File: src/include/snb_defs.svh
`ifndef SNB_DEFS_SVH
`define SNB_DEFS_SVH

// Snoop buffer sizing

// Number of buffer entries
`define SNB_DEPTH 16

// Entry index width, log2 of the entry count
`define SNB_ID_W 4

// Snoop line address width
`define SNB_ADDR_W 32

`endif

File: src/snb_pkg.sv
`default_nettype none

package snb_pkg;

  // Snoop opcodes as seen on the request port
  typedef enum logic [1:0] {
    SNP_READ_SHARED   = 2'b00,
    SNP_READ_UNIQUE   = 2'b01,
    SNP_CLEAN_INVALID = 2'b10,
    // Invalidate only, never returns data
    SNP_MAKE_INVALID  = 2'b11
  } snb_op_e;

  // Per-entry lifecycle
  typedef enum logic [1:0] {
    // Free slot
    ENT_IDLE  = 2'b00,
    // Allocated, core answer outstanding
    ENT_WAIT  = 2'b01,
    // Answered, competing for the output port
    ENT_READY = 2'b10
  } snb_state_e;

endpackage

`default_nettype wire

File: src/snb_issue.sv
`timescale 1ns/1ns
`default_nettype none

`include "snb_defs.svh"

module snb_issue (
  input  logic                   ciu_clk,
  input  logic                   arst_n,
  input  logic [`SNB_DEPTH-1:0]  sel,
  input  logic [`SNB_ADDR_W-1:0] ent_addr [`SNB_DEPTH],
  input  snb_pkg::snb_op_e       ent_op [`SNB_DEPTH],
  input  logic [`SNB_DEPTH-1:0]  ent_dirty,
  input  logic                   out_ready,
  output logic [`SNB_DEPTH-1:0]  issue_vec,
  output logic                   out_valid,
  output logic [`SNB_ADDR_W-1:0] out_addr,
  output snb_pkg::snb_op_e       out_op,
  output logic                   out_dirty
);

  import snb_pkg::*;

  // Register can take a new entry this cycle
  logic                   load;
  // Selected entry's payload
  logic [`SNB_ADDR_W-1:0] mux_addr;
  snb_op_e                mux_op;
  logic                   mux_dirty;

  // Select is one-hot, so a plain scan acts as the mux
  always_comb begin
    mux_addr  = '0;
    mux_op    = SNP_READ_SHARED;
    mux_dirty = 1'b0;
    for (int i = 0; i < `SNB_DEPTH; i++) begin
      if (sel[i]) begin
        mux_addr  = ent_addr[i];
        mux_op    = ent_op[i];
        mux_dirty = ent_dirty[i];
      end
    end
  end

  // Empty or draining this cycle
  assign load = (|sel) && (!out_valid || out_ready);

  // Same-cycle release back to the winning entry
  assign issue_vec = load ? sel : '0;

  always_ff @(posedge ciu_clk or negedge arst_n) begin
    if (!arst_n) begin
      out_valid <= 1'b0;
    end else if (load) begin
      out_valid <= 1'b1;
    end else if (out_ready) begin
      out_valid <= 1'b0;
    end
  end

  // One-deep payload stage
  always_ff @(posedge ciu_clk) begin
    if (load) begin
      out_addr  <= mux_addr;
      out_op    <= mux_op;
      // Make-invalid carries no data, so never report dirty
      out_dirty <= mux_dirty && (mux_op != SNP_MAKE_INVALID);
    end
  end

  // Held output under back-pressure
  a_out_stable: assert property (
    @(posedge ciu_clk) disable iff (!arst_n)
    out_valid && !out_ready |=>
      out_valid && $stable(out_addr) && $stable(out_op) && $stable(out_dirty)
  );

endmodule

`default_nettype wire

File: config.mk
export PLATFORM = sky130hd
export DESIGN_NAME = snb_issue
export DESIGN_NICKNAME = d
export VERILOG_FILES = /design/src/snb_pkg.sv /design/src/snb_issue.sv
export VERILOG_INCLUDE_DIRS = /design/src /design/src/include
export SDC_FILE = /design/constraint.sdc
export NUM_CORES = 1
export LEC_CHECK = 0
export BUFFER_PORTS_ARGS = -buffer_cell sky130_fd_sc_hd__clkbuf_2
export CORE_AREA = 4 4 243 245
export CTS_BUF_LIST = sky130_fd_sc_hd__clkbuf_4 sky130_fd_sc_hd__clkbuf_8
export DETAILED_ROUTE_END_ITERATION = 8
export DIE_AREA = 0 0 247 249
export PLACE_DENSITY = 0.35
export SLEW_MARGIN = 20
export SYNTH_ARGS = -nofsm -noshare
export SYNTH_HDL_FRONTEND = slang
export SYNTH_SLANG_ARGS = --single-unit
File: constraint.sdc
create_clock -name ciu_clk -period 1.6 [get_ports ciu_clk]
set_clock_uncertainty 0.15 [all_clocks]
set_input_delay 0.08 -clock ciu_clk [delete_from_list [all_inputs] [get_ports ciu_clk]]
set_output_delay 0.08 -clock ciu_clk [all_outputs]
set_load 0.05 [all_outputs]
Yosys cells after proc, flatten, opt, wreduce, memory -nomap -nowiden. Cells that the tools add are included.

Output and inout port bits: 52. Flip-flop bits (word level): 36.

Reduce and logical (&&, ||, !) cells: 6. Multiplexer cells: 51. Equal/unequal tests: 1.

Operators by type and width (count): 2-to-1 mux 32 bit (16); 2-to-1 mux 2 bit (16); 2-to-1 mux 1 bit (18); 2-to-1 mux 16 bit (1); OR reduction 16 bit (1); logical AND 1 bit (2); inequality test 2 bit (second input constant) (1); nonzero test 2 bit (1); logical NOT 1 bit (1); logical OR 1 bit (1).

Longest topological paths before layout.
Depth in word-level cells: 18. Depth in mapped cells: 9. Depth with buffers taken out: 6.

Worst setup path before layout. OpenSTA, ideal clock, no wires.

Kind: input-to-output. From: input port sel[2]. To: output port issue_vec[10]. Slack: -0.211 ns. Stages: 7. Buffers on the path: 2. Arrival time: 1.581 ns. Cells stage by stage: or2_1 > buf_6 > or3_1 > nor4_2 > a21oi_2 > buf_6 > and2_4.

Longest elaborated chain between the ends: 3.

RTL lines: from (decl) (line snb_issue.sv:9) `` input logic [`SNB_DEPTH-1:0] sel, ``; OR reduction 16 bit (line snb_issue.sv:45) `assign load = (|sel) && (!out_valid || out_ready);`; logical AND 1 bit (line snb_issue.sv:45); net load (line snb_issue.sv:24) `logic load;`; 2-to-1 mux 16 bit (line snb_issue.sv:48) `assign issue_vec = load ? sel : '0;`; to (decl) (line snb_issue.sv:14) `` output logic [`SNB_DEPTH-1:0] issue_vec, ``.

The timed path passes the listed nets, and every way through them passes these cells.

Worst setup path in the final report.
From: input port sel[3]. To: output port issue_vec[12].

Longest elaborated chain between the ends: 3.

RTL lines (line): OR reduction 16 bit (snb_issue.sv:45); logical AND 1 bit (snb_issue.sv:45); 2-to-1 mux 16 bit (snb_issue.sv:48).

Every way passes these cells.

==> out/qor.yml <==
run_status:
  run_status: "complete, but fails checks"
  violations: "setup timing"
place:
  place_inst: 2111
  gp_congestion: 0.882
  dp_slack_ns: -1.04
  hpwl_mm: 44.3
  io_buffers: 630
worst_setup_path:
  critPathSlowestCell: "or3_4"
  crit_family: "simple AND/OR/NAND/NOR gates"
  crit_chain: "buf_8 > or2_4 > or3_4 > nor4_4 > buf_4 > a21oi_4 > buf_12 > and2_4 > buf_12"
  cp_num_buf_inv: 4
  critPathMaxFanout: 14
  cp-end-kind: "output port"
  crit_type: "in -> out"
  start_kind: "input pin"
  required_ns: 1.37
  max_stage_delay_ns: 0.35
  arrival_ns: 1.72
  path_common_cell: "buf_12"
route:
  num_vias: 9650
  drc: 0
  firstDrtPassIters: 5
  antenna_left: 0
  via_per_inst: 4.34
  wirelength_mm: 52.7
  wire_per_inst_microns: 23.7
  drtIter0Drc: 521
layout:
  seq_area_sq_um: 1080
  final_cell_mix: "clkbuf_2 (609), buf_4 (109), o22ai_1 (85), dlygate4sd3_1 (85), a221oi_2 (57)"
  final_util_pct: 22.1
  fillCellCount: 6387
  nNetsFinal: 2034
  final_common_cell: "clkbuf_2"
  drive_above_1_share_pct: 66.5
  area_delta_synth_final_pct: 144
  multiInputGateArea_sq_um: 4570
  fin_cells: 2222
timing:
  max_freq_mhz: 514
  layout_setup_ws_ns: -0.346
  period_needed_ns: 1.95
  fin_crit_sh_pct: 122
  slew_headroom_pct: 46.3
  finalSetupViolCount: 82
  tightestPinTransition_ns: 0.804
  hold_ws_ns: 0.00880
  hold_viol_final: 0
  slew_viol_final: 0
  rsz0062_at_grt: "yes"
clock_tree:
  h-tree-depth: 2
  clockBufferDepth: 2
  cts_buffers: 5
  path_clk_slew_ns: 0.07
  clk_latency_ns: 0.35
  cts_tree: "built"
  cts-root-buf: "clkbuf_8"
  clock-sinks: 36
grt:
  antenna_found_initial: 4
  track_usage_pct: 15.9
  grt-ovfl-total: 0
  grt_start_max_net_pins: 22
  grt_pass1_wl_mm: 70.9
  grt_pass1_vias: 10238
yosys:
  synth_ff_type: "edfxtp_1"
  yosys_warnings: 0
  synth_enable_flop_cells: 35
  ys_seq_elements: 36
  synthCells: 663
  syn_area_sq_um: 5180
  synthDistinctLibCells: 45
  async_flop_share_pct: 2.78
  synth_nets: 1242
  avgSynthCellArea_sq_um: 7.81
  synth_seq_area_share_pct: 20.8
run:
  drv_cap: 0
power_and_ir_drop:
  ir_drop_mv: 0.245
  p_leak_nw: 5.61
  power_density_nw_per_um2: 438
floorplanning:
  coreArea_sq_um: 57100
  start_util_pct: 9.06
  std_cell_rows: 88
  die_w_microns: 247
  die_h_microns: 249
  die-area_sq_um: 61500
  ios: 631
hold_path:
  holdCritPathClass: "in -> reg"
==> metrics by stage <==
stage / instance area, sq um / setup TNS (ns) / power [mW]
global route: 12600 / -17.45 / 5.84
detailed placement: 10400 / -48.15 / 4.03
global placement: 10400 / -49.89 / 4.03
CTS: 12100 / -15.25 / 5.46
finish: 12600 / -15.08 / 5.54
floorplan: 5430 / -8.40 / 2.39
==> power by group <==
part / leakage, nW / switching [mW] / total (mW) / internal (mW)
clock: 0.0586 / 0.476 / 0.958 / 0.482
combinational: 5.20 / 1.83 / 3.42 / 1.59
sequential: 0.350 / 0.0340 / 1.16 / 1.13
total: 5.61 / 2.34 / 5.54 / 3.20
==> cell type report <==
class,count,share of cell area (%)
Antenna cell,1,0.0198
Clock buffer,6,0.604
Clock inverter,2,0.277
Inverter,12,0.356
Multi-Input combinational cell,527,36.1
Sequential cell,36,8.51
Tap cell,765,7.57
Timing Repair Buffer,873,46.5
==> kinds of logic (layout without fill, tap and decap cells) <==
kind of cell | count (synthesis) | count (layout) | synth area share [%]
compound gates | 402 | 402 | 57.1
simple gates | 125 | 125 | 13.3
buf+inv | 100 | 893 | 8.77
flops | 36 | 36 | 20.8
other cells | 0 | 1 | 0
==> synthesized netlist by cell type (all sizes together) (3+ instances only) <==
cell	instances	share of area, %
a221oi	120	20
o22ai	85	10
clkbuf	57	4.1
o21ai	49	4.7
nand2	38	2.8
a21oi	35	3.5
edfxtp	35	20
o221ai	34	5.8
nor2	32	2.3
buf	31	3.8
o31a	24	4.1
a22oi	18	2.6
and2	16	2.4
o31ai	10	1.4
inv	9	0.65
nor2b	7	0.85
nor3b	7	1.6
o21a	7	1.0
a2bb2oi	6	1.0
nand2b	6	0.72
or2	6	0.72
nand3	5	0.48
o221a	5	1.1
a31oi	4	0.48
clkinv	3	0.22
==> routing by layer <==
layer	vias to the layer above	share of wire (%)	global-route usage (%)	wire length, microns
met2	533	47	27.1	25000
met3	94	7.1	2.92	3750
li1	4431	-	-	-
met4	6	3.1	4.80	1630
met1	4586	42	20.2	22300
met5	-	0.070	0	37
==> what timing repair did <==
| action | 4_1_cts | 5_1_grt |
|---|---|---|
| hold endpoints to repair | 30 | 1 |
| gates resized for setup | 134 | 96 |
| setup buffers | 11 | 5 |
| gates cloned | 2 | 1 |
| pin swaps | 49 | 51 |
| setup endpoints to repair | 84 | 85 |
| hold buffers | 82 | 3 |
==> worst min-delay path, delay by kind of cell <==
| kind | cells | cell delay (ns) |
|---|---|---|
| AO/OA/AOI/OAI | 2 | 0.20 |
| buffers and inverters | 1 | 0.08 |
==> state kept, by name, indices dropped and copies added (netlist names) <==
name and cells:
out_op 2, out_dirty 1, out_addr 32, out_valid 1
==> path summary, 6_finish.rpt <==
kind / depth (start not counted) / startpoint / endpoint / slack, ns
setup / recovery: 9 / sel[3] / issue_vec[12] / -0.35
hold / removal: 3 / ent_addr[16] / out_addr[16] / 0.009
setup reg to reg: 5 / out_valid / out_addr[13] / -0.13
hold reg to reg: 3 / out_valid / out_valid / 0.58
max in group asynchronous: 3 / arst_n / out_valid / 0.78
min in group asynchronous: 3 / arst_n / out_valid / 0.41
No activity file was read; power rests on OpenSTA's default activity.
