===== src/include/snb_defs.svh =====
`ifndef SNB_DEFS_SVH
`define SNB_DEFS_SVH

// Snoop buffer sizing

// Number of buffer entries
`define SNB_DEPTH 16

// Entry index width, log2 of the entry count
`define SNB_ID_W 4

// Snoop line address width
`define SNB_ADDR_W 32

`endif


===== src/snb_order_track.sv =====
`timescale 1ns/1ns
`default_nettype none

`include "snb_defs.svh"

module snb_order_track (
  input  logic                  ciu_clk,
  input  logic                  arst_n,
  input  logic                  snp_valid,
  input  logic [`SNB_DEPTH-1:0] issue_vec,
  output logic                  snp_ready,
  output logic [`SNB_ID_W-1:0]  snp_id,
  output logic [`SNB_DEPTH-1:0] alloc_vec,
  output logic [`SNB_DEPTH-1:0] age_vect [`SNB_DEPTH]
);

  // Occupied entries, one bit each
  logic [`SNB_DEPTH-1:0] occ_q;
  logic [`SNB_DEPTH-1:0] free_vec;
  // Occupancy once this cycle's issue has left
  logic [`SNB_DEPTH-1:0] occ_kept;
  // Diagonal of the age matrix, for checking only
  logic [`SNB_DEPTH-1:0] age_diag;

  assign free_vec  = ~occ_q;
  assign occ_kept  = occ_q & ~issue_vec;
  // Ready follows registered occupancy only
  // An entry issuing this cycle is not reused until the next one
  assign snp_ready = |free_vec;

  // Lowest free index wins
  // Scan from the top so the last hit is the smallest index
  always_comb begin
    snp_id = '0;
    for (int i = `SNB_DEPTH - 1; i >= 0; i--) begin
      if (free_vec[i]) begin
        snp_id = `SNB_ID_W'(i);
      end
    end
  end

  // One-hot allocate strobe to the entries
  always_comb begin
    alloc_vec = '0;
    if (snp_valid && snp_ready) begin
      alloc_vec[snp_id] = 1'b1;
    end
  end

  // Occupancy mask
  always_ff @(posedge ciu_clk or negedge arst_n) begin
    if (!arst_n) begin
      occ_q <= '0;
    end else begin
      occ_q <= occ_kept | alloc_vec;
    end
  end

  // Age matrix
  // Row i lists entries allocated before entry i that are still live
  always_ff @(posedge ciu_clk or negedge arst_n) begin
    if (!arst_n) begin
      for (int i = 0; i < `SNB_DEPTH; i++) begin
        age_vect[i] <= '0;
      end
    end else begin
      for (int i = 0; i < `SNB_DEPTH; i++) begin
        if (alloc_vec[i]) begin
          // Everyone already here is older, minus entries leaving now
          age_vect[i] <= occ_kept;
        end else begin
          // Freed entries drop out of every row
          age_vect[i] <= age_vect[i] & ~issue_vec;
        end
      end
    end
  end

  always_comb begin
    for (int i = 0; i < `SNB_DEPTH; i++) begin
      age_diag[i] = age_vect[i][i];
    end
  end

  // Allocation must land on a free slot
  a_alloc_free: assert property (
    @(posedge ciu_clk) disable iff (!arst_n)
    (alloc_vec & occ_q) == '0
  );

  // No entry can be older than itself
  a_age_diag: assert property (
    @(posedge ciu_clk) disable iff (!arst_n)
    age_diag == '0
  );

  // Issued entries must have been occupied
  a_issue_occ: assert property (
    @(posedge ciu_clk) disable iff (!arst_n)
    (issue_vec & ~occ_q) == '0
  );

endmodule

`default_nettype wire


===== config.mk =====
export PLATFORM = sky130hd
export DESIGN_NAME = snb_order_track
export DESIGN_NICKNAME = d
export VERILOG_FILES = /design/src/snb_order_track.sv
export VERILOG_INCLUDE_DIRS = /design/src /design/src/include
export SDC_FILE = /design/constraint.sdc
export NUM_CORES = 1
export LEC_CHECK = 0
export BUFFER_PORTS_ARGS = -buffer_cell sky130_fd_sc_hd__buf_2
export CORE_ASPECT_RATIO = 0.9
export CORE_MARGIN = 3
export CORE_UTILIZATION = 44
export CTS_BUF_LIST = sky130_fd_sc_hd__clkbuf_4
export DETAILED_ROUTE_END_ITERATION = 8
export PLACE_DENSITY = 0.68
export REMOVE_ABC_BUFFERS = 1
export SLEW_MARGIN = 20
export SYNTH_ARGS = -nofsm -noshare
export SYNTH_HDL_FRONTEND = slang
export SYNTH_SLANG_ARGS = --single-unit

===== constraint.sdc =====
create_clock -name ciu_clk -period 3.1 [get_ports ciu_clk]
set_clock_uncertainty 0.1 [all_clocks]
set_input_delay 0.31 -clock ciu_clk [delete_from_list [all_inputs] [get_ports ciu_clk]]
set_output_delay 0.31 -clock ciu_clk [all_outputs]
set_load 0.02 [all_outputs]

Yosys cells after proc, flatten, opt, wreduce, memory -nomap -nowiden. Cells that the tools add are included.

Output and inout port bits: 277. Word-level logic and storage cells: 77. Bits in registers: 272.

$lt $le $gt $ge: 2. Reductions and logical operators: 3. Mux-type cells: 35. Bitwise gates (word level): 20.

Operators by type and width (number): 16-bit AND (17); 16-bit 2-to-1 mux (17); 4-bit 2-to-1 mux (16); 16-bit NOT (2); 16-bit OR (1); 16-bit OR reduction (1); 4-bit by 5-bit < comparator with 1-bit output (second input constant) (1); 1-bit demux with 4-bit select (1); 4-bit by 1-bit greater-or-equal comparator with 1-bit output (second input constant) (1); 1-bit logical AND (2); 1-bit 2-to-1 mux (1).

Longest topological paths before layout. Gate-level depths: netlist of run 1.

Word-level depth: 23. Gate-level depth with buffers: 8. Mapped depth without buffers: 6.

Least setup slack after synthesis of run 1. No wires, ideal clock.

Kind: flip-flop to output port. Start point: reg occ_q[14]. End point: out alloc_vec[8]. Path slack: 0.922 ns. Arrival: 1.768 ns. Cell stages (with the launch flop): 8. Path buffers: 2. Cells stage by stage: dfrtp_1 > buf_4 > nor2b_4 > o221a_4 > o211ai_2 > nand3_4 > buf_6 > inv_1.

Word-level cells in the longest chain between the ends: 21. Elaborated cells between the ends (all ways): 24. Those cells by class: order compare: 2; mux: 18; bitwise: 1; reduce/logical: 3.

RTL lines: start: declaration (line snb_order_track.sv:18) `` logic [`SNB_DEPTH-1:0] occ_q; ``; start signal: assignment (line snb_order_track.sv:55) `occ_q <= occ_kept | alloc_vec;`; 16-bit NOT * (line snb_order_track.sv:25) `assign free_vec = ~occ_q;`; 4-bit 2-to-1 mux (15 in a row) (line snb_order_track.sv:36) `if (free_vec[i]) begin`; 4-bit by 5-bit < comparator with 1-bit output (not written as such) / 4-bit by 1-bit greater-or-equal comparator with 1-bit output (equally long branches) (line snb_order_track.sv:46) `alloc_vec[snp_id] = 1'b1;`; 1-bit logical AND (not written as such) (line snb_order_track.sv:46); 1-bit 2-to-1 mux (not written as such) (line snb_order_track.sv:46); 1-bit demux with 4-bit select (line snb_order_track.sv:46); 16-bit 2-to-1 mux * (line snb_order_track.sv:45) `if (snp_valid && snp_ready) begin`; end: declaration (line snb_order_track.sv:13) `` output logic [`SNB_DEPTH-1:0] alloc_vec, ``.

Mark *: on every way between the ends. The rest lies on a longest branch, timed or not.

Worst setup path after layout of run 1.
Start point: reg occ_q[14]. End point: out alloc_vec[4].

The elaborated chain is that of the path after synthesis.

==> metrics.md, run 1 <==
| Metric | Value |
|---|---|
| Status | finished clean |
| Std-Cell Rows | 54 |
| Critical-path top delay cell | dfrtp_1 |
| # DRC | 0 |
| Final hold slack | 0.106 ns |
| Most used DFF post-synth | dfrtp_1 |
| Final setup fails | 0 |
| Placed cell areas | 12700 um2 |
| Final Routed Wirelength | 35700 um |
| Post-synthesis sequential area ratio | 0.621 |
| FF-to-FF path depth | 6 |
| Via/cell ratio | 5.05 |
| Fin crit period | 2.99 ns |
| Type of origin of the critical path | flip-flop |
| Avg Synthesized Cell Area | 10.8 um2 |
| Area Growth Syn to Fin | 27.3% |
| DP HPWL | 23900 um |
| Initial antenna violation count | 1 |
| Clock Pin Slew Worst Setup and Hold Paths | 0.06 ns |
| Power per cell area | 524 nW/um2 |
| Core Area | 24400 um2 |
| WP buf/inv | 2 |
| Drt initial violations | 739 |
| Wire length of the first global-routing pass | 53900 um |
| CP max FO | 12 |
| Most common cell after layout, fill and taps aside | buf_2 |
| Clock tree buffer depth | 3 |
| Fmax achieved | 334 MHz |
| Clk sinks | 272 |
| GRT Total Usage | 0.266 |
| Starting Density | 0.449 |
| Fraction of layout cells with a size suffix above 1 | 0.342 |
| Hold Crit Class | input port to async pin |
| Part of the cycle the worst path needs | 0.965 |
| Commonest non-fill, non-tap cells in the layout | buf_2, dfrtp_1, a21oi_1 |
| Synth warnings | 0 |
| Max-slew violations | 0 |
| WP depth | 6 |
| Synth async-reset ratio | 1.00 |
| Post-Layout Cell Count | 1751 |
| Vias | 8836 |
| # H-tree levels | 3 |
| Pleak | 7.53 nW |
| Die height | 156 um |
| TritonCTS clock tree | built |
| Reg-to-reg startpoint | occ_q[5] |
| Setup crit end kind | primary output |
| Root cell of the clock tree | clkbuf_4 |
| Cell area after synthesis | 11000 um2 |
| Drt first pass iters | 5 |
| Post-synth cell types | 48 |
| Number of synthesized flops with an enable pin | 0 |
| Fill cell count | 2251 |
| Global route overflow | 0 |
| Multi-input gate area | 3350 um2 |
| Crit-path max cell delay | 0.48 ns |
| Num CTS Buffers | 73 |
| Power consumption | 0.00730 W |
| Dpl cells | 1607 |
| Die Width | 172 um |
| CP delay by family, top | compound AO/OA/AOI/OAI gates |
| Max cap viols | 0 |
| Critical path type | flip-flop to primary output |
| Yosys reg bits | 272 |
| WL/cell | 20.4 um |
| Worst vdd rail ir drop | 0.000257 V |
| I/O pin count | 296 |
| Mapped Cells | 1017 |
| Slew @ Worst Pin | 0.658 ns |
| Setup TNS | 0 ns |
| Port Buf Inserts | 295 |
| Storage cell area | 6820 um2 |
| Largest net degree at the start of global routing | 79 |
| Final Hold Fails | 0 |
| Required @ worst endpoint | 2.69 ns |
| Final instance area | 13900 um2 |
| WP data arrival | 2.58 ns |
| RePlAce Congestion | 0.890 |
| Worst-path cell chain | nor2b_4, o221a_4, o211ai_4, nand3_4, inv_6, buf_2 |
| Die area | 26800 um2 |
| Worst reg2reg endpoint | age_vect[111] |
| Post-route ant nets | 0 |
| Slew HR | 0.562 |
| Internal reg-to-reg setup slack | 0.76 ns |
| Clk_lat worst skew | 0.67 ns |
| Vias in the first global route | 8994 |
| Nets@finish | 1386 |
| RSZ-0062 raised after global routing | false |
-- registers in the layout, indices dropped and copies added (netlist names) --
register,cells
age_vect,256
occ_q,16
-- where the power goes --
group	switching [W]	internal [W]
logic	0.000291	0.000105
clock network	0.00145	0.00188
registers	0.0000182	0.00356
total	0.00176	0.00555
-- cell families after synthesis --
group,count (synthesis),synth area share
AND/OR/NAND/NOR,287,0.145
buffers and inverters,196,0.0760
multiplexers,58,0.0530
flip-flops,272,0.621
AO/OA/AOI/OAI,204,0.105
-- worst max-delay path by stage --
stage                    from       endpoint  slack (ns)
floorplan            occ_q[5]  alloc_vec[15]        0.79
global placement    occ_q[15]   alloc_vec[4]        0.69
global route        occ_q[13]   alloc_vec[4]       0.003
CTS                 occ_q[11]   alloc_vec[4]       0.007
detailed placement  occ_q[15]   alloc_vec[4]        0.62
finish              occ_q[14]   alloc_vec[4]        0.11
-- metrics by stage --
stage / utilization / setup slack, ns
floorplan: - / 0.790
global placement: 0.522 / 0.691
detailed placement: 0.522 / 0.623
CTS: 0.570 / 0.00721
global route: 0.572 / 0.00342
finish: 0.572 / 0.110
-- Yosys cell counts (2+ instances only) --
master	count	area [um2]
a21oi_1	169	846
a21oi_2	8	70.1
and2_1	2	12.5
and3b_1	12	105
and4_1	3	26.3
buf_1	11	41.3
buf_2	17	85.1
buf_4	7	52.6
buf_6	4	45.0
clkbuf_1	25	93.8
clkinv_1	4	15.0
dfrtp_1	272	6810
inv_1	126	473
mux2i_1	58	581
nand2_1	135	507
nand2b_1	70	438
nand3_1	13	65.1
nand3_2	2	20.0
nand3_4	10	175
nand4_1	3	18.8
nor2_1	21	78.8
nor2_4	2	22.5
nor3_1	3	15.0
nor3b_1	4	30.0
o21ai_0	13	65.1
-- worst reg2reg max path: stages, from the launching register on --
cell and delay [ns]:
dfrtp_2 0.48, nor2b_2 0.22, o311ai_2 0.39, o21a_2 0.31, nand3_4 0.22, buf_4 0.32
mux2i_1 0.16
-- repair_timing --
action,CTS,global route
endpoints found under the hold margin,269,0
gates resized for setup,4,15
cloned,0,0
pin swaps,1,0
endpoints found under the setup margin,5,11
setup buffers,3,1
hold buffers,17,0
-- metal layers --
metal | vias to the layer above | part of all wire | wire length, um | global-route usage
met5 | - | 0 | 0 | 0
met4 | 0 | 0.032 | 1130 | 0.0950
met3 | 74 | 0.099 | 3550 | 0.0874
met2 | 421 | 0.44 | 15800 | 0.405
met1 | 4342 | 0.43 | 15200 | 0.360
li1 | 3999 | - | - | -
-- final cells by class --
class,count,area share
timing repair buffer,340,0.137
clock inverter,17,0.0122
tap,336,0.0301
sequential,272,0.489
multi-input combinational,549,0.240
antenna,1,0.000179
inverter,131,0.0359
clock buffer,105,0.0565
Power figures use the tool's default switching activity.
==> run 2: changes to the inputs <==
Settings changed: GPL_ROUTABILITY_DRIVEN from default to 0, RECOVER_POWER from default to 25.
==> run 2 against run 1 <==
- the flow now finishes with violations (capacitance limit, slew limit)
- global-route usage stayed put
- die area stayed put
- largest cell class unchanged
- flip-flop and latch count stayed put
- register-to-register slack hardly changed
- count of clock-buffer cells in the layout stayed put
- utilization is 0.051 points lower
- setup slack worse by 0.0032 ns
- non-clock buffer count stayed put
- clock power hardly changed
- critical path type unchanged
- first-iteration DRC count is 0.54% lower
- via count hardly changed
- highest routed layer unchanged
- design area hardly changed
==> metrics.md, run 2 (same netlist as run 1, synthesis figures left out) <==
| Metric | Value |
|---|---|
| Status | finished, violations left |
| Failing checks | capacitance limit, slew limit |
| Hold Crit Class | input port to flip-flop |
| Setup TNS | 0 ns (unchanged) |
| Number of flip-flops in the largest register | 256 (unchanged) |
| Max cap viols | 1 (+1) |
| Drt first pass iters | 5 (unchanged) |
| Vias | 8829 (-0.079%) |
| Worst-path cell chain | nor2b_4, o221a_4, o211ai_4, nand3_4, inv_6, buf_2 |
| Post-Layout Cell Count | 1751 (unchanged) |
| Wire length of the first global-routing pass | 53900 um (unchanged) |
| Final setup fails | 0 (unchanged) |
| Initial antenna violation count | 1 (unchanged) |
| Via/cell ratio | 5.04 (about the same) |
| Power per cell area | 524 nW/um2 (about the same) |
| Clk sinks | 272 (unchanged) |
| GRT Total Usage | 0.266 (unchanged) |
| Core Area | 24400 um2 (unchanged) |
| WHS Path Cells | 5 |
| Slew HR | -0.318 (-0.880) |
| Commonest non-fill, non-tap cells in the layout | buf_2, dfrtp_1, a21oi_1 |
| Fraction of layout cells with a size suffix above 1 | 0.342 (unchanged) |
| Nets@finish | 1386 (unchanged) |
| RSZ-0062 raised after global routing | false |
| # H-tree levels | 3 (unchanged) |
| Placed cell areas | 12700 um2 (unchanged) |
| Final instance area | 13900 um2 (about the same) |
| Clock tree buffer depth | 3 (unchanged) |
| Required @ worst endpoint | 2.69 ns (about the same) |
| Max-slew violations | 72 (+72) |
| Setup crit end kind | primary output |
| Global route overflow | 0 (unchanged) |
| Part of the cycle the worst path needs | 0.966 (+0.00103) |
| Die height | 156 um (unchanged) |
| Clock Pin Slew Worst Setup and Hold Paths | 0.06 ns (about the same) |
| I/O pin count | 296 (unchanged) |
| Largest regs | age_vect (256), occ_q (16) |
| Fin crit period | 2.99 ns (+0.00320 ns) |
| DP HPWL | 23900 um (unchanged) |
| Critical-path top delay cell | dfrtp_1 |
| Pleak | 7.53 nW (about the same) |
| Post-route ant nets | 0 (unchanged) |
| Final Hold Fails | 0 (unchanged) |
| WP data arrival | 2.58 ns (about the same) |
| Fmax achieved | 334 MHz (-0.11%) |
| Largest net degree at the start of global routing | 79 (unchanged) |
| TritonCTS clock tree | built |
| WL/cell | 20.4 um (about the same) |
| Dpl cells | 1607 (unchanged) |
| Final Core Density | 0.571 (about the same) |
| Most flop-heavy register | age_vect |
| Worst vdd rail ir drop | 0.000257 V (about the same) |
| Vias in the first global route | 8994 (unchanged) |
| Port Buf Inserts | 295 (unchanged) |
| Area Growth Syn to Fin | 27.2% (about the same) |
| Die area | 26800 um2 (unchanged) |
| Final Routed Wirelength | 35800 um (about the same) |
| Std-Cell Rows | 54 (unchanged) |
| Crit-path max cell delay | 0.49 ns (about the same) |
| # DRC | 0 (unchanged) |
| Starting Density | 0.449 (unchanged) |
| Critical path type | flip-flop to primary output |
| CP max FO | 12 (unchanged) |
| Most common cell after layout, fill and taps aside | buf_2 |
| Slew @ Worst Pin | 1.98 ns (+1.32 ns) |
| Type of origin of the critical path | flip-flop |
| FF-to-FF path depth | 6 (unchanged) |
| Drt initial violations | 735 (-0.54%) |
| Die Width | 172 um (unchanged) |
| Num CTS Buffers | 73 (unchanged) |
| Root cell of the clock tree | clkbuf_4 |
| Clk_lat worst skew | 0.67 ns (about the same) |
-- run 2: worst paths after layout --
kind / from / endpoint / slack (ns)
max: occ_q[14] / alloc_vec[4] / 0.11
min: snp_valid / occ_q[7] / 0.16
max reg2reg: occ_q[5] / age_vect[111] / 0.76
min reg2reg: age_vect[131] / age_vect[131] / 0.39
max in group asynchronous: arst_n / age_vect[10] / 0.63
min in group asynchronous: arst_n / age_vect[23] / 0.63
-- run 2: through the flow --
| step | worst slack (ns) | power (W) | hold slack [ns] |
|---|---|---|---|
| 6_report | 0.107 | 0.00730 | 0.156 |
| 5_1_grt | 0.00342 | 0.00764 | 0.139 |
| 4_1_cts | 0.00721 | 0.00738 | 0.105 |
| 3_5_place_dp | 0.623 | 0.00401 | 0.232 |
| 3_3_place_gp | 0.691 | 0.00400 | 0.232 |
| 2_1_floorplan | 0.790 | 0.00377 | -0.0856 |
-- run 2: layer usage --
layer  track usage  up-vias  routed length [um]  share of wire
li1              -     3998                   -              -
met5             0        -                   0              0
met4        0.0950        0                1130          0.032
met2         0.405      414               15900           0.44
met1         0.360     4343               15200           0.43
met3        0.0874       74                3530          0.099
-- run 2: final cells by class --
type / count / area [um2]
Fill cell: 2253 / 10500
Sequential cell: 272 / 6820
Multi-Input combinational cell: 549 / 3350
Timing Repair Buffer: 340 / 1890
Clock buffer: 105 / 788
Inverter: 131 / 500
Tap cell: 336 / 420
Clock inverter: 17 / 170
Antenna cell: 1 / 2.50
-- run 2: where the power goes --
part	leakage, nW	internal (W)	switching, W	total (W)
Combinational	3.18	0.000104	0.000291	0.000395
Clock	0.568	0.00188	0.00145	0.00333
Sequential	3.78	0.00356	0.0000179	0.00358
Total	7.53	0.00554	0.00176	0.00730
-- run 2: critical path, delay by kind of cell (launching register included) --
kind	cells	cell delay [ns]
compound gates	2	0.59
flops	1	0.49
buf+inv	2	0.45
simple gates	2	0.39
-- run 2: timing repair --
| item | 4_1_cts | 5_1_grt |
|---|---|---|
| gates resized for setup | 4 | 15 |
| hold endpoints to repair | 269 | 0 |
| endpoints found under the setup margin | 5 | 11 |
| hold buffers | 17 | 0 |
| pin swaps | 1 | 0 |
| setup buffers | 3 | 1 |
