--- config.mk ---
export PLATFORM = sky130hd
export DESIGN_NAME = snb_entry
export DESIGN_NICKNAME = d
export VERILOG_FILES = /design/src/snb_pkg.sv /design/src/snb_entry.sv
export VERILOG_INCLUDE_DIRS = /design/src /design/src/include
export SDC_FILE = /design/constraint.sdc
export NUM_CORES = 1
export LEC_CHECK = 0
export ABC_AREA = 1
export CELL_PAD_IN_SITES_DETAIL_PLACEMENT = 1
export CELL_PAD_IN_SITES_GLOBAL_PLACEMENT = 1
export CORE_MARGIN = 4
export CORE_UTILIZATION = 41
export CTS_CLUSTER_SIZE = 12
export DETAILED_ROUTE_END_ITERATION = 12
export DONT_BUFFER_PORTS = 1
export PLACE_DENSITY = 0.67
export SYNTH_ARGS = -nofsm -noshare
export SYNTH_HDL_FRONTEND = slang
export SYNTH_SLANG_ARGS = --single-unit
--- constraint.sdc ---
create_clock -name ciu_clk -period 0.8 [get_ports ciu_clk]
set_input_delay 0.08 -clock ciu_clk [delete_from_list [all_inputs] [get_ports ciu_clk]]
set_output_delay 0.08 -clock ciu_clk [all_outputs]
set_load 0.01 [all_outputs]
--- src/include/snb_defs.svh ---
`ifndef SNB_DEFS_SVH
`define SNB_DEFS_SVH

// Snoop buffer sizing

// Number of buffer entries
`define SNB_DEPTH 16

// Entry index width, log2 of the entry count
`define SNB_ID_W 4

// Snoop line address width
`define SNB_ADDR_W 32

`endif

--- src/snb_pkg.sv ---
`default_nettype none

package snb_pkg;

  // Snoop opcodes as seen on the request port
  typedef enum logic [1:0] {
    SNP_READ_SHARED   = 2'b00,
    SNP_READ_UNIQUE   = 2'b01,
    SNP_CLEAN_INVALID = 2'b10,
    // Invalidate only, never returns data
    SNP_MAKE_INVALID  = 2'b11
  } snb_op_e;

  // Per-entry lifecycle
  typedef enum logic [1:0] {
    // Free slot
    ENT_IDLE  = 2'b00,
    // Allocated, core answer outstanding
    ENT_WAIT  = 2'b01,
    // Answered, competing for the output port
    ENT_READY = 2'b10
  } snb_state_e;

endpackage

`default_nettype wire

--- src/snb_entry.sv ---
`timescale 1ns/1ns
`default_nettype none

`include "snb_defs.svh"

module snb_entry (
  input  logic                   ciu_clk,
  input  logic                   arst_n,
  input  logic                   alloc,
  input  logic [`SNB_ADDR_W-1:0] snp_addr,
  input  snb_pkg::snb_op_e       snp_op,
  input  logic                   resp_hit,
  input  logic                   resp_dirty,
  input  logic                   issue,
  output logic                   rdy,
  output logic [`SNB_ADDR_W-1:0] ent_addr,
  output snb_pkg::snb_op_e       ent_op,
  output logic                   ent_dirty
);

  import snb_pkg::*;

  snb_state_e state_q;
  snb_state_e state_d;

  // Lifecycle
  // Allocate, wait for the core, then wait for the output port
  always_comb begin
    state_d = state_q;
    unique case (state_q)
      ENT_IDLE: begin
        if (alloc) begin
          state_d = ENT_WAIT;
        end
      end
      ENT_WAIT: begin
        if (resp_hit) begin
          state_d = ENT_READY;
        end
      end
      ENT_READY: begin
        // Issue is the handoff into the output register
        if (issue) begin
          state_d = ENT_IDLE;
        end
      end
      default: begin
        state_d = ENT_IDLE;
      end
    endcase
  end

  always_ff @(posedge ciu_clk or negedge arst_n) begin
    if (!arst_n) begin
      state_q <= ENT_IDLE;
    end else begin
      state_q <= state_d;
    end
  end

  // Request payload, captured once per allocation
  always_ff @(posedge ciu_clk) begin
    if (alloc) begin
      ent_addr <= snp_addr;
      ent_op   <= snp_op;
    end
  end

  // Dirty flag from the core answer
  always_ff @(posedge ciu_clk) begin
    if (resp_hit) begin
      ent_dirty <= resp_dirty;
    end
  end

  // Request the output port only once answered
  assign rdy = (state_q == ENT_READY);

  // Core answers only outstanding snoops
  a_resp_in_wait: assert property (
    @(posedge ciu_clk) disable iff (!arst_n)
    resp_hit |-> state_q == ENT_WAIT
  );

endmodule

`default_nettype wire

# ---- Word-level counts from Yosys, hierarchy flattened
# Index checks and enable logic that the tools add are counted.
# W data, S select, Z words.
dict set report classes {
  mux 4
  order_cmp 0
  div_mod_pow 0
  n_reduce_logical 2
  n_addsub 0
  n_bitwise 0
  shifts 0
  mul 0
  n_eq_ne 5
}
# cell n
set ops {}
lappend ops {{$mux W2} 3}
lappend ops {{$ne A2 B2 Y1 const B} 3}
lappend ops {{$pmux W2 S3} 1}
lappend ops {{$reduce_and A3 Y1} 1}
lappend ops {{$eq A2 B1 Y1 const B} 1}
lappend ops {{$eq A2 B2 Y1 const B} 1}
lappend ops {{$logic_not A2 Y1} 1}
dict set report word_totals {
  rom_bits 0
  memories 0
  inputBits 40
  ramBits 0
  latchBits 0
  reg_bits 37
}

# ---- Logic depth before layout (Yosys ltp)
# Gate-level depths: netlist of the first run.
dict set report logic_depth {
  depth_word 3
  depth_mapped 3
  mapped_depth_nobuf 3
}

# ---- Worst setup path before layout of the first run
# OpenSTA, ideal clock, no wires.
dict set report synth_path {
  path_type {register to output}
  startpoint {register state_q[0]}
  endpoint {output rdy}
  required_ns 0.720
  n_path_buf 0
  stages_incl_launch_ff 2
  t_arrival_ns 0.578
  slack_ns 0.142
  cell_sequence {dfrtp_1 nor2_1}
}
dict set report synth_via {
  elab_chain_cells 1
}
# item line_no
set synth_rtl {}
lappend synth_rtl {{start: declaration} snb_entry.sv:23} ;# snb_state_e state_q;
lappend synth_rtl {{start signal: assignment} snb_entry.sv:57} ;# state_q <= state_d;
lappend synth_rtl {{$eq A2 B2 Y1} snb_entry.sv:77} ;# assign rdy = (state_q == ENT_READY);
lappend synth_rtl {{end: declaration} snb_entry.sv:15} ;# output logic rdy,
# Every way passes these cells.

# ---- Worst setup path after layout of the first run
# Same ends and word-level chain as after synthesis.

==> impl_metrics.prom, run 1 <==
# TYPE chip_impl_metric gauge
chip_impl_info{name="run_status",value="finished, violations left"} 1
chip_impl_info{name="violations_in_the_final_reports",value="hold timing, setup timing"} 1
chip_impl_metric{name="layout.filler_cells",unit=""} 224
chip_impl_metric{name="grt_pass1_vias",unit=""} 746
chip_impl_metric{name="required",unit="ns"} 0.72
chip_impl_metric{name="post-route-worst-setup-slack",unit="ns"} -0.176
chip_impl_metric{name="synthesis.nets",unit=""} 89
chip_impl_info{name="setup_repair_after_global_routing_missed_its_margin",value="true"} 1
chip_impl_metric{name="num_io_pins",unit=""} 76
chip_impl_metric{name="placed_cells",unit=""} 79
chip_impl_metric{name="final.hold.worst_slack",unit="ns"} -0.136
chip_impl_metric{name="finish.net_count",unit=""} 139
chip_impl_metric{name="cts_htree_levels",unit=""} 2
chip_impl_metric{name="dr.pass1.iters",unit=""} 3
chip_impl_metric{name="die_area",unit="um^2"} 3720
chip_impl_metric{name="path_clk_slew",unit="ns"} 0.10
chip_impl_metric{name="via_per_inst",unit=""} 4.85
chip_impl_metric{name="pin_count_of_the_biggest_net_entering_global_routing",unit=""} 36
chip_impl_metric{name="drive_gt1_frac",unit=""} 0.180
chip_impl_info{name="clock_tree.root_cell",value="sky130_fd_sc_hd__clkbuf_4"} 1
chip_impl_metric{name="gp_congestion",unit=""} 0.607
chip_impl_metric{name="tightestPinTransition",unit="ns"} 0.158
chip_impl_info{name="cp_top_family",value="flip-flops"} 1
chip_impl_metric{name="p_total",unit="mW"} 3.99
chip_impl_info{name="critical_path.endpoint_type",value="output port"} 1
chip_impl_metric{name="drcViolationCount",unit=""} 0
chip_impl_metric{name="leakagePower",unit="nW"} 0.625
chip_impl_metric{name="core_area",unit="um^2"} 2570
chip_impl_metric{name="max_clock_freq",unit="GHz"} 1.02
chip_impl_metric{name="period_minus_slack",unit="ns"} 0.976
chip_impl_metric{name="totalWireLength",unit="mm"} 2.66
chip_impl_metric{name="clock_insertion_delay_worst_skew",unit="ns"} 0.32
chip_impl_metric{name="final.setup_skew",unit="ns"} 0.0000346
chip_impl_metric{name="timing.slew.headroom",unit=""} 0.894
chip_impl_metric{name="vdd_drop_max",unit="uV"} 1810
chip_impl_info{name="worst-setup-path-type",value="reg -> out"} 1
chip_impl_metric{name="globalRouteOverflowTotal",unit=""} 0
chip_impl_info{name="timing.critical_path.cells",value="nor2_4"} 1
chip_impl_metric{name="postCtsHoldBufs",unit=""} 39
chip_impl_metric{name="postRouteAntennaNets",unit=""} 0
chip_impl_metric{name="ys.warnings.count",unit=""} 0
chip_impl_metric{name="finish.cell_count_without_fillers",unit=""} 130
chip_impl_metric{name="power.density",unit="nW/um^2"} 2360
chip_impl_info{name="holdCritPathClass",value="in -> reg"} 1
chip_impl_metric{name="crit_arrival",unit="ns"} 0.90
chip_impl_metric{name="largest_driver_fanout_on_the_critical_path",unit=""} 2
chip_impl_metric{name="die-height",unit="um"} 61.0
chip_impl_metric{name="cts_buffers",unit=""} 5
chip_impl_metric{name="drv.max_cap_violation_count",unit=""} 0
chip_impl_metric{name="dpl.hpwl",unit="mm"} 1.56
chip_impl_metric{name="critical_path_buf_inv_count",unit=""} 0
chip_impl_info{name="worst_path_max_delay_cell",value="sky130_fd_sc_hd__dfrtp_1"} 1
chip_impl_metric{name="number_of_antenna_violations_at_the_first_check_in_global_routing",unit=""} 0
chip_impl_metric{name="report.final.hold_viol_count",unit=""} 35
chip_impl_metric{name="placement.cell_area",unit="um^2"} 1190
chip_impl_metric{name="global_route_wire_length_before_repair",unit="mm"} 3.79
chip_impl_metric{name="clock_tree.buffer_depth",unit=""} 2
chip_impl_metric{name="start_util",unit=""} 0.448
chip_impl_metric{name="finalCritPeriodShare",unit=""} 1.22
chip_impl_info{name="startpoint_type",value="flip-flop"} 1
chip_impl_metric{name="num_antenna_cells",unit=""} 0
chip_impl_metric{name="synth.avg_cell_area",unit="um^2"} 23.5
chip_impl_info{name="tritoncts",value="done"} 1
chip_impl_metric{name="timing_max_transition_violations_final",unit=""} 0
chip_impl_metric{name="vias",unit=""} 631
chip_impl_metric{name="finalSetupViolCount",unit=""} 38
chip_impl_metric{name="placementRows",unit=""} 18
chip_impl_metric{name="io_buffers",unit=""} 0
chip_impl_metric{name="mappedNetlistArea",unit="um^2"} 1150
chip_impl_metric{name="postSynthCellCount",unit=""} 49
chip_impl_metric{name="drt_iter0_drc",unit=""} 17
chip_impl_metric{name="synth.lib_cells_used.distinct",unit=""} 6
chip_impl_metric{name="wl_per_cell",unit="um"} 20.4
chip_impl_metric{name="gr-usage-all-layers",unit=""} 0.149
chip_impl_metric{name="critPathMaxStageDelay",unit="ns"} 0.43
chip_impl_metric{name="syn_to_final_growth",unit="%"} 47.2
chip_impl_metric{name="dpl_worst_slack",unit="ns"} 0.0556
chip_impl_metric{name="chipWidth",unit="um"} 61.0
chip_impl_metric{name="numClockSinks",unit=""} 37
chip_impl_metric{name="ys_ff_latch",unit=""} 37
chip_impl_metric{name="synth.yosys.seq_area_share",unit=""} 0.958
chip_impl_metric{name="final_design_area_no_fill",unit="um^2"} 1690
-- layout by cell type (no fill, tap or decap) --
master	Yosys	final
sky130_fd_sc_hd__inv_1	4	2
sky130_fd_sc_hd__clkinv_2	0	2
sky130_fd_sc_hd__edfxtp_1	35	35
sky130_fd_sc_hd__nor2_4	0	2
sky130_fd_sc_hd__nand3_2	0	3
sky130_fd_sc_hd__inv_2	0	2
sky130_fd_sc_hd__nand2_1	3	3
sky130_fd_sc_hd__dlygate4sd3_1	0	39
sky130_fd_sc_hd__dfrtp_1	2	2
sky130_fd_sc_hd__clkbuf_4	0	5
sky130_fd_sc_hd__buf_6	0	1
sky130_fd_sc_hd__buf_4	0	3
sky130_fd_sc_hd__clkbuf_1	0	1
-- layout make-up --
type / count / area [um^2] / area share
sequential: 37 / 1100 / 0.650
timing repair buffer: 43 / 424 / 0.251
multi-input combinational: 8 / 63.8 / 0.0377
clock buffer: 6 / 41.3 / 0.0244
tap: 30 / 37.5 / 0.0222
inverter: 4 / 15.0 / 0.00887
clock inverter: 2 / 10.0 / 0.00591
-- path summary, 6_finish.rpt --
kind | slack [ns] | cells past startpoint | from | endpoint
min | -0.14 | 0 | alloc | ent_addr[3]$_DFFE_PP_
max reg2reg | -0.17 | 5 | state_q[0]$_DFFE_PN0P_ | state_q[0]$_DFFE_PN0P_
max | -0.18 | 1 | state_q[0]$_DFFE_PN0P_ | rdy
min reg2reg | 0.68 | 3 | state_q[1]$_DFFE_PN0P_ | state_q[1]$_DFFE_PN0P_
max in group asynchronous | 0.16 | 2 | arst_n | state_q[0]$_DFFE_PN0P_
min in group asynchronous | 0.52 | 2 | arst_n | state_q[1]$_DFFE_PN0P_
-- routing by layer --
metal	part of all wire	global-route usage
met1	0.35	0.145
met2	0.47	0.247
met3	0.16	0.113
met4	0.010	0.0464
met5	0	0
-- synthesized netlist by cell type --
cell type | count | area, um^2
sky130_fd_sc_hd__edfxtp_1 | 35 | 1050
sky130_fd_sc_hd__inv_1 | 4 | 15.0
sky130_fd_sc_hd__nand2_1 | 3 | 11.3
sky130_fd_sc_hd__nand3_1 | 3 | 15.0
sky130_fd_sc_hd__dfrtp_1 | 2 | 50.1
sky130_fd_sc_hd__nor2_1 | 2 | 7.51
-- sequential cells by signal (all words and copies together) (netlist names) --
signal	cells
ent_op	2
state_q	2
ent_addr	32
ent_dirty	1
-- power breakdown --
group / switching (mW) / leakage, nW / internal, mW
Combinational: 0.253 / 0.225 / 0.336
Sequential: 0.177 / 0.368 / 2.33
Clock: 0.557 / 0.0320 / 0.335
Total: 0.986 / 0.625 / 3.00
-- timing repair --
item / CTS / global route
gates resized for setup: 6 / 4
endpoints found under the setup margin: 36 / 38
setup buffers: 3 / 1
hold endpoints to repair: 74 / 35
pin swaps: 3 / 3
-- through the flow --
step,setup TNS (ns),utilization
final,-1.95,0.659
after CTS,-2.07,0.651
after global placement,0,0.462
after detailed placement,0,0.462
after global routing,-3.51,0.659
after floorplan,0,-
-- kinds of logic (layout without fill, tap and decap cells) --
kind of cell / count (synthesis) / count (layout) / synth area share
flops: 37 / 37 / 0.958
buf+inv: 4 / 55 / 0.0131
simple gates: 8 / 8 / 0.0294
Power figures use the tool's default switching activity.
==> run 2: changes to the inputs <==
--- a/config.mk
+++ b/config.mk
@@ -10,11 +10,11 @@
 export CELL_PAD_IN_SITES_DETAIL_PLACEMENT = 1
 export CELL_PAD_IN_SITES_GLOBAL_PLACEMENT = 1
 export CORE_MARGIN = 4
-export CORE_UTILIZATION = 41
+export CORE_UTILIZATION = 45
 export CTS_CLUSTER_SIZE = 12
 export DETAILED_ROUTE_END_ITERATION = 12
 export DONT_BUFFER_PORTS = 1
-export PLACE_DENSITY = 0.67
+export PLACE_DENSITY = 0.7
 export SYNTH_ARGS = -nofsm -noshare
 export SYNTH_HDL_FRONTEND = slang
 export SYNTH_SLANG_ARGS = --single-unit
==> constraint.sdc (replaced) <==
create_clock -name ciu_clk -period 0.9 [get_ports ciu_clk]
set_input_delay 0.09 -clock ciu_clk [delete_from_list [all_inputs] [get_ports ciu_clk]]
set_output_delay 0.09 -clock ciu_clk [all_outputs]
set_load 0.1 [all_outputs]
==> run 2 against run 1 <==
  * The flow now stops in clock tree synthesis
  * Synthesized area unchanged
  * Synthesized cell count unchanged
==> impl_metrics.prom, run 2 <==
# TYPE chip_impl_metric gauge
chip_impl_info{name="run_status",value="stopped before the end"} 1
chip_impl_info{name="failed_stage",value="clock tree synthesis"} 1
chip_impl_info{name="first-error",value="[ERROR DPL-0033] detailed placement checks failed during check placement."} 1
chip_impl_metric{name="io_buffers",unit=""} 0
chip_impl_metric{name="chipWidth",unit="um"} 58.6
chip_impl_metric{name="postSynthCellCount",unit=""} 49
chip_impl_info{name="synth_flop_cell",value="sky130_fd_sc_hd__edfxtp_1"} 1
chip_impl_metric{name="placementRows",unit=""} 18
chip_impl_metric{name="gp_congestion",unit=""} 0.699
chip_impl_info{name="synth_top_area_cell",value="sky130_fd_sc_hd__edfxtp_1"} 1
chip_impl_metric{name="dpl.hpwl",unit="mm"} 2.22
chip_impl_info{name="synthTopCellsByCount",value="35 x sky130_fd_sc_hd__edfxtp_1, 4 x sky130_fd_sc_hd__inv_1, 3 x sky130_fd_sc_hd__nand2_1, 3 x sky130_fd_sc_hd__nand3_1"} 1
chip_impl_metric{name="cts_htree_levels",unit=""} 2
chip_impl_metric{name="clock_tree.buffer_depth",unit=""} 2
chip_impl_metric{name="synth_edf_count",unit=""} 35
chip_impl_metric{name="postCtsHoldBufs",unit=""} 39
chip_impl_metric{name="asyncSetResetFlopFracSynth",unit=""} 0.0541
chip_impl_metric{name="ys_ff_latch",unit=""} 37
chip_impl_metric{name="synthesis.nets",unit=""} 89
chip_impl_metric{name="numClockSinks",unit=""} 37
chip_impl_metric{name="ys.warnings.count",unit=""} 0
chip_impl_info{name="synth_top_cells_by_area",value="sky130_fd_sc_hd__edfxtp_1 91%, sky130_fd_sc_hd__dfrtp_1 4.4%, sky130_fd_sc_hd__nand3_1 1.3%"} 1
chip_impl_metric{name="start_util",unit=""} 0.468
chip_impl_metric{name="synth.top_cell.area_share",unit=""} 0.914
chip_impl_metric{name="synth.avg_cell_area",unit="um^2"} 23.5
chip_impl_metric{name="synth.yosys.seq_area_share",unit=""} 0.958
chip_impl_metric{name="cts.repair.resized",unit=""} 3
chip_impl_metric{name="die-height",unit="um"} 58.6
chip_impl_metric{name="synth.lib_cells_used.distinct",unit=""} 6
chip_impl_metric{name="num_io_pins",unit=""} 76
chip_impl_info{name="yosysMostFrequentCell",value="sky130_fd_sc_hd__edfxtp_1"} 1
chip_impl_metric{name="cts.repair_timing.setup_buffer_count",unit=""} 2
chip_impl_metric{name="mappedNetlistArea",unit="um^2"} 1150
chip_impl_metric{name="cts_buffers",unit=""} 5
chip_impl_info{name="clock_tree.root_cell",value="sky130_fd_sc_hd__clkbuf_4"} 1
-- run 2: cell counts after synthesis --
No cell type changed its count.
-- run 2: cells by family after synthesis --
family / share of synthesized area
flip-flops: 0.958
buffers and inverters: 0.0131
AND/OR/NAND/NOR: 0.0294
-- run 2: stage by stage --
step / hold slack (ns) / setup WS, ns / std cells / area, um^2
2_1_floorplan: -0.206 / -0.0940 / 49 / 1160
3_3_place_gp: -0.206 / 0.0974 / 115 / 1920
3_5_place_dp: -0.206 / 0.0485 / 115 / 1920
==> run 3: changes to the inputs <==
--- a/config.mk
+++ b/config.mk
@@ -7,14 +7,11 @@
 export NUM_CORES = 1
 export LEC_CHECK = 0
 export ABC_AREA = 1
-export CELL_PAD_IN_SITES_DETAIL_PLACEMENT = 1
-export CELL_PAD_IN_SITES_GLOBAL_PLACEMENT = 1
 export CORE_MARGIN = 4
-export CORE_UTILIZATION = 45
-export CTS_CLUSTER_SIZE = 12
+export CORE_UTILIZATION = 30
 export DETAILED_ROUTE_END_ITERATION = 12
 export DONT_BUFFER_PORTS = 1
-export PLACE_DENSITY = 0.7
+export PLACE_DENSITY_LB_ADDON = 0.15
 export SYNTH_ARGS = -nofsm -noshare
 export SYNTH_HDL_FRONTEND = slang
 export SYNTH_SLANG_ARGS = --single-unit
==> run 3 against run 2 <==
  * The flow now finishes, with violations (hold timing, setup timing)
==> impl_metrics.prom, run 3 (synthesis results as in run 1) <==
# TYPE chip_impl_metric gauge
chip_impl_info{name="run_status",value="finished, violations left"} 1
chip_impl_info{name="violations_in_the_final_reports",value="hold timing, setup timing"} 1
chip_impl_metric{name="timing.slew.headroom",unit=""} 0.916
chip_impl_metric{name="grt_pass1_vias",unit=""} 822
chip_impl_metric{name="drive_gt1_frac",unit=""} 0.356
chip_impl_metric{name="share_seq_of_total_power",unit=""} 0.422
chip_impl_metric{name="wl_per_cell",unit="um"} 15.2
chip_impl_metric{name="final_core_utilization",unit=""} 0.654
chip_impl_metric{name="chipWidth",unit="um"} 69.9
chip_impl_info{name="largest-register",value="ent_addr"} 1
chip_impl_metric{name="tightestPinTransition",unit="ns"} 0.125
chip_impl_metric{name="globalRouteOverflowTotal",unit=""} 0
chip_impl_metric{name="io_buffers",unit=""} 0
chip_impl_info{name="most-common-layout-cells",value="38 x sky130_fd_sc_hd__dlygate4sd3_1, 36 x sky130_fd_sc_hd__buf_12, 35 x sky130_fd_sc_hd__edfxtp_1"} 1
chip_impl_info{name="worst_hold_path.endpoint",value="ent_addr[31]$_DFFE_PP_"} 1
chip_impl_info{name="setup_repair_after_global_routing_missed_its_margin",value="true"} 1
chip_impl_metric{name="pint",unit="mW"} 3.34
chip_impl_info{name="worst-setup-path-type",value="reg -> out"} 1
chip_impl_metric{name="period_minus_slack",unit="ns"} 1.11
chip_impl_metric{name="die-height",unit="um"} 69.9
chip_impl_metric{name="timing_max_transition_violations_final",unit=""} 0
chip_impl_metric{name="via_per_inst",unit=""} 4.06
chip_impl_metric{name="setup_total_negative_slack",unit="ns"} -2.80
chip_impl_metric{name="number_of_antenna_violations_at_the_first_check_in_global_routing",unit=""} 0
chip_impl_metric{name="final.hold.worst_slack",unit="ns"} -0.0850
chip_impl_metric{name="clock_tree.buffer_depth",unit=""} 2
chip_impl_info{name="tritoncts",value="done"} 1
chip_impl_info{name="holdCritPathClass",value="in -> reg"} 1
chip_impl_metric{name="largest_driver_fanout_on_the_critical_path",unit=""} 2
chip_impl_metric{name="pin_count_of_the_biggest_net_entering_global_routing",unit=""} 36
chip_impl_metric{name="num_io_pins",unit=""} 76
chip_impl_metric{name="syn_to_final_growth",unit="%"} 110
chip_impl_metric{name="report.final.hold_viol_count",unit=""} 35
chip_impl_metric{name="min_delay_path_depth",unit=""} 0
chip_impl_metric{name="power.density",unit="nW/um^2"} 2180
chip_impl_metric{name="reg2reg_depth",unit=""} 4
chip_impl_info{name="final_common_cell",value="sky130_fd_sc_hd__dlygate4sd3_1"} 1
chip_impl_metric{name="numClockSinks",unit=""} 37
chip_impl_metric{name="gr-usage-all-layers",unit=""} 0.122
chip_impl_info{name="worst_path_max_delay_cell",value="sky130_fd_sc_hd__dfrtp_2"} 1
chip_impl_metric{name="global_route_wire_length_before_repair",unit="mm"} 4.45
chip_impl_metric{name="cts_buffers",unit=""} 5
chip_impl_metric{name="gp_congestion",unit=""} 0.655
chip_impl_metric{name="finish.net_count",unit=""} 172
chip_impl_metric{name="clock_network_fraction_of_total_power",unit=""} 0.199
chip_impl_metric{name="path_clk_slew",unit="ns"} 0.07
chip_impl_metric{name="num_antenna_cells",unit=""} 0
chip_impl_info{name="clock_tree.root_cell",value="sky130_fd_sc_hd__clkbuf_8"} 1
chip_impl_metric{name="postCtsHoldBufs",unit=""} 38
chip_impl_metric{name="critPathMaxStageDelay",unit="ns"} 0.43
chip_impl_metric{name="finalCritPeriodShare",unit=""} 1.24
chip_impl_metric{name="totalWireLength",unit="mm"} 2.73
chip_impl_metric{name="final.setup_skew",unit="ns"} 0.0000112
chip_impl_info{name="r2r_end",value="state_q[0]$_DFFE_PN0P_"} 1
chip_impl_metric{name="vdd_drop_max",unit="uV"} 1380
chip_impl_metric{name="power.switching_fraction",unit=""} 0.365
chip_impl_metric{name="drv.max_cap_violation_count",unit=""} 0
chip_impl_metric{name="post-route-worst-setup-slack",unit="ns"} -0.212
chip_impl_metric{name="core_area",unit="um^2"} 3690
chip_impl_metric{name="placementRows",unit=""} 22
chip_impl_metric{name="drt_iter0_drc",unit=""} 14
chip_impl_info{name="min-delay-start",value="alloc"} 1
chip_impl_metric{name="net-switching-power",unit="mW"} 1.92
chip_impl_metric{name="cts_htree_levels",unit=""} 2
chip_impl_info{name="timing.critical_path.cells",value="nor2_4 -> buf_12"} 1
chip_impl_info{name="worstReg2RegStart",value="state_q[0]$_DFFE_PN0P_"} 1
chip_impl_metric{name="dpl.hpwl",unit="mm"} 1.85
chip_impl_info{name="startpoint_type",value="flip-flop"} 1
chip_impl_metric{name="finalSetupViolCount",unit=""} 36
chip_impl_metric{name="die_area",unit="um^2"} 4890
chip_impl_metric{name="dr.pass1.iters",unit=""} 2
chip_impl_metric{name="required",unit="ns"} 0.81
chip_impl_info{name="critical_path.endpoint_type",value="output port"} 1
chip_impl_metric{name="clock_insertion_delay_worst_skew",unit="ns"} 0.28
chip_impl_metric{name="relative_contribution_of_combinational_cells_to_total_power",unit=""} 0.378
chip_impl_metric{name="postRouteAntennaNets",unit=""} 0
chip_impl_metric{name="leakagePower",unit="nW"} 0.950
chip_impl_metric{name="drcViolationCount",unit=""} 0
chip_impl_metric{name="largest_reg_flops",unit=""} 32
chip_impl_metric{name="setup.reg_to_reg.worst_slack",unit="ns"} 0.04
chip_impl_metric{name="start_util",unit=""} 0.312
chip_impl_metric{name="crit_arrival",unit="ns"} 1.02
chip_impl_metric{name="max_clock_freq",unit="GHz"} 0.899
chip_impl_metric{name="vias",unit=""} 730
chip_impl_info{name="leading_registers_by_flop_count",value="ent_addr (32), ent_op (2), state_q (2)"} 1
==> run 3: worst max path at each step <==
stage	from	end	cells after the start
2_1_floorplan	ent_addr[0]$_DFFE_PP_	ent_addr[0]	0
3_5_place_dp	state_q[0]$_DFFE_PN0P_	rdy	2
3_3_place_gp	state_q[1]$_DFFE_PN0P_	rdy	3
6_report	state_q[0]$_DFFE_PN0P_	rdy	2
4_1_cts	state_q[1]$_DFFE_PN0P_	rdy	3
5_1_grt	state_q[0]$_DFFE_PN0P_	rdy	2
==> run 3: routing by layer <==
layer	vias to the layer above	track usage	wire length (um)
met3	4	0.0662	278
met1	331	0.124	890
met4	0	0.0383	27
li1	345	-	-
met2	50	0.213	1530
met5	-	0	0
==> run 3: critical path, delay by kind of cell, from the launching register on <==
family	cells	cell delay (ns)
flip-flops	1	0.43
buffers and inverters	1	0.18
AND/OR/NAND/NOR	1	0.13
==> run 3: repair_timing <==
item | 4_1_cts | 5_1_grt
gates resized for setup | 1 | 1
hold endpoints to repair | 74 | 35
endpoints found under the setup margin | 36 | 37
setup buffers | 2 | 0
pin swaps | 0 | 1
==> run 3: through the flow <==
step	hold WS, ns	power (mW)	setup WS [ns]	instance area, um^2	std cells
CTS	-0.0922	5.28	-0.208	2410	180
detailed placement	-0.206	4.03	0.0793	1940	133
global route	-0.106	5.46	-0.247	2410	180
global placement	-0.206	4.00	0.0971	1940	133
finish	-0.0850	5.26	-0.212	2410	180
floorplan	-0.206	3.34	-0.0940	1160	49
==> run 3: layout make-up <==
cell class / count / area (um^2)
Clock inverter: 1 / 3.75
Inverter: 4 / 15.0
Multi-Input combinational cell: 8 / 43.8
Sequential cell: 37 / 1100
Fill cell: 254 / 1270
Tap cell: 48 / 60.1
Clock buffer: 6 / 72.6
Timing Repair Buffer: 76 / 1120
==> run 3: power by group through the flow <==
stage,logic [mW],registers [mW],clock network (mW)
5_1_grt,2.04,2.23,1.18
3_5_place_dp,1.76,2.27,0
4_1_cts,1.97,2.22,1.08
3_3_place_gp,1.74,2.26,0
6_report,1.99,2.22,1.05
2_1_floorplan,0.228,3.11,0
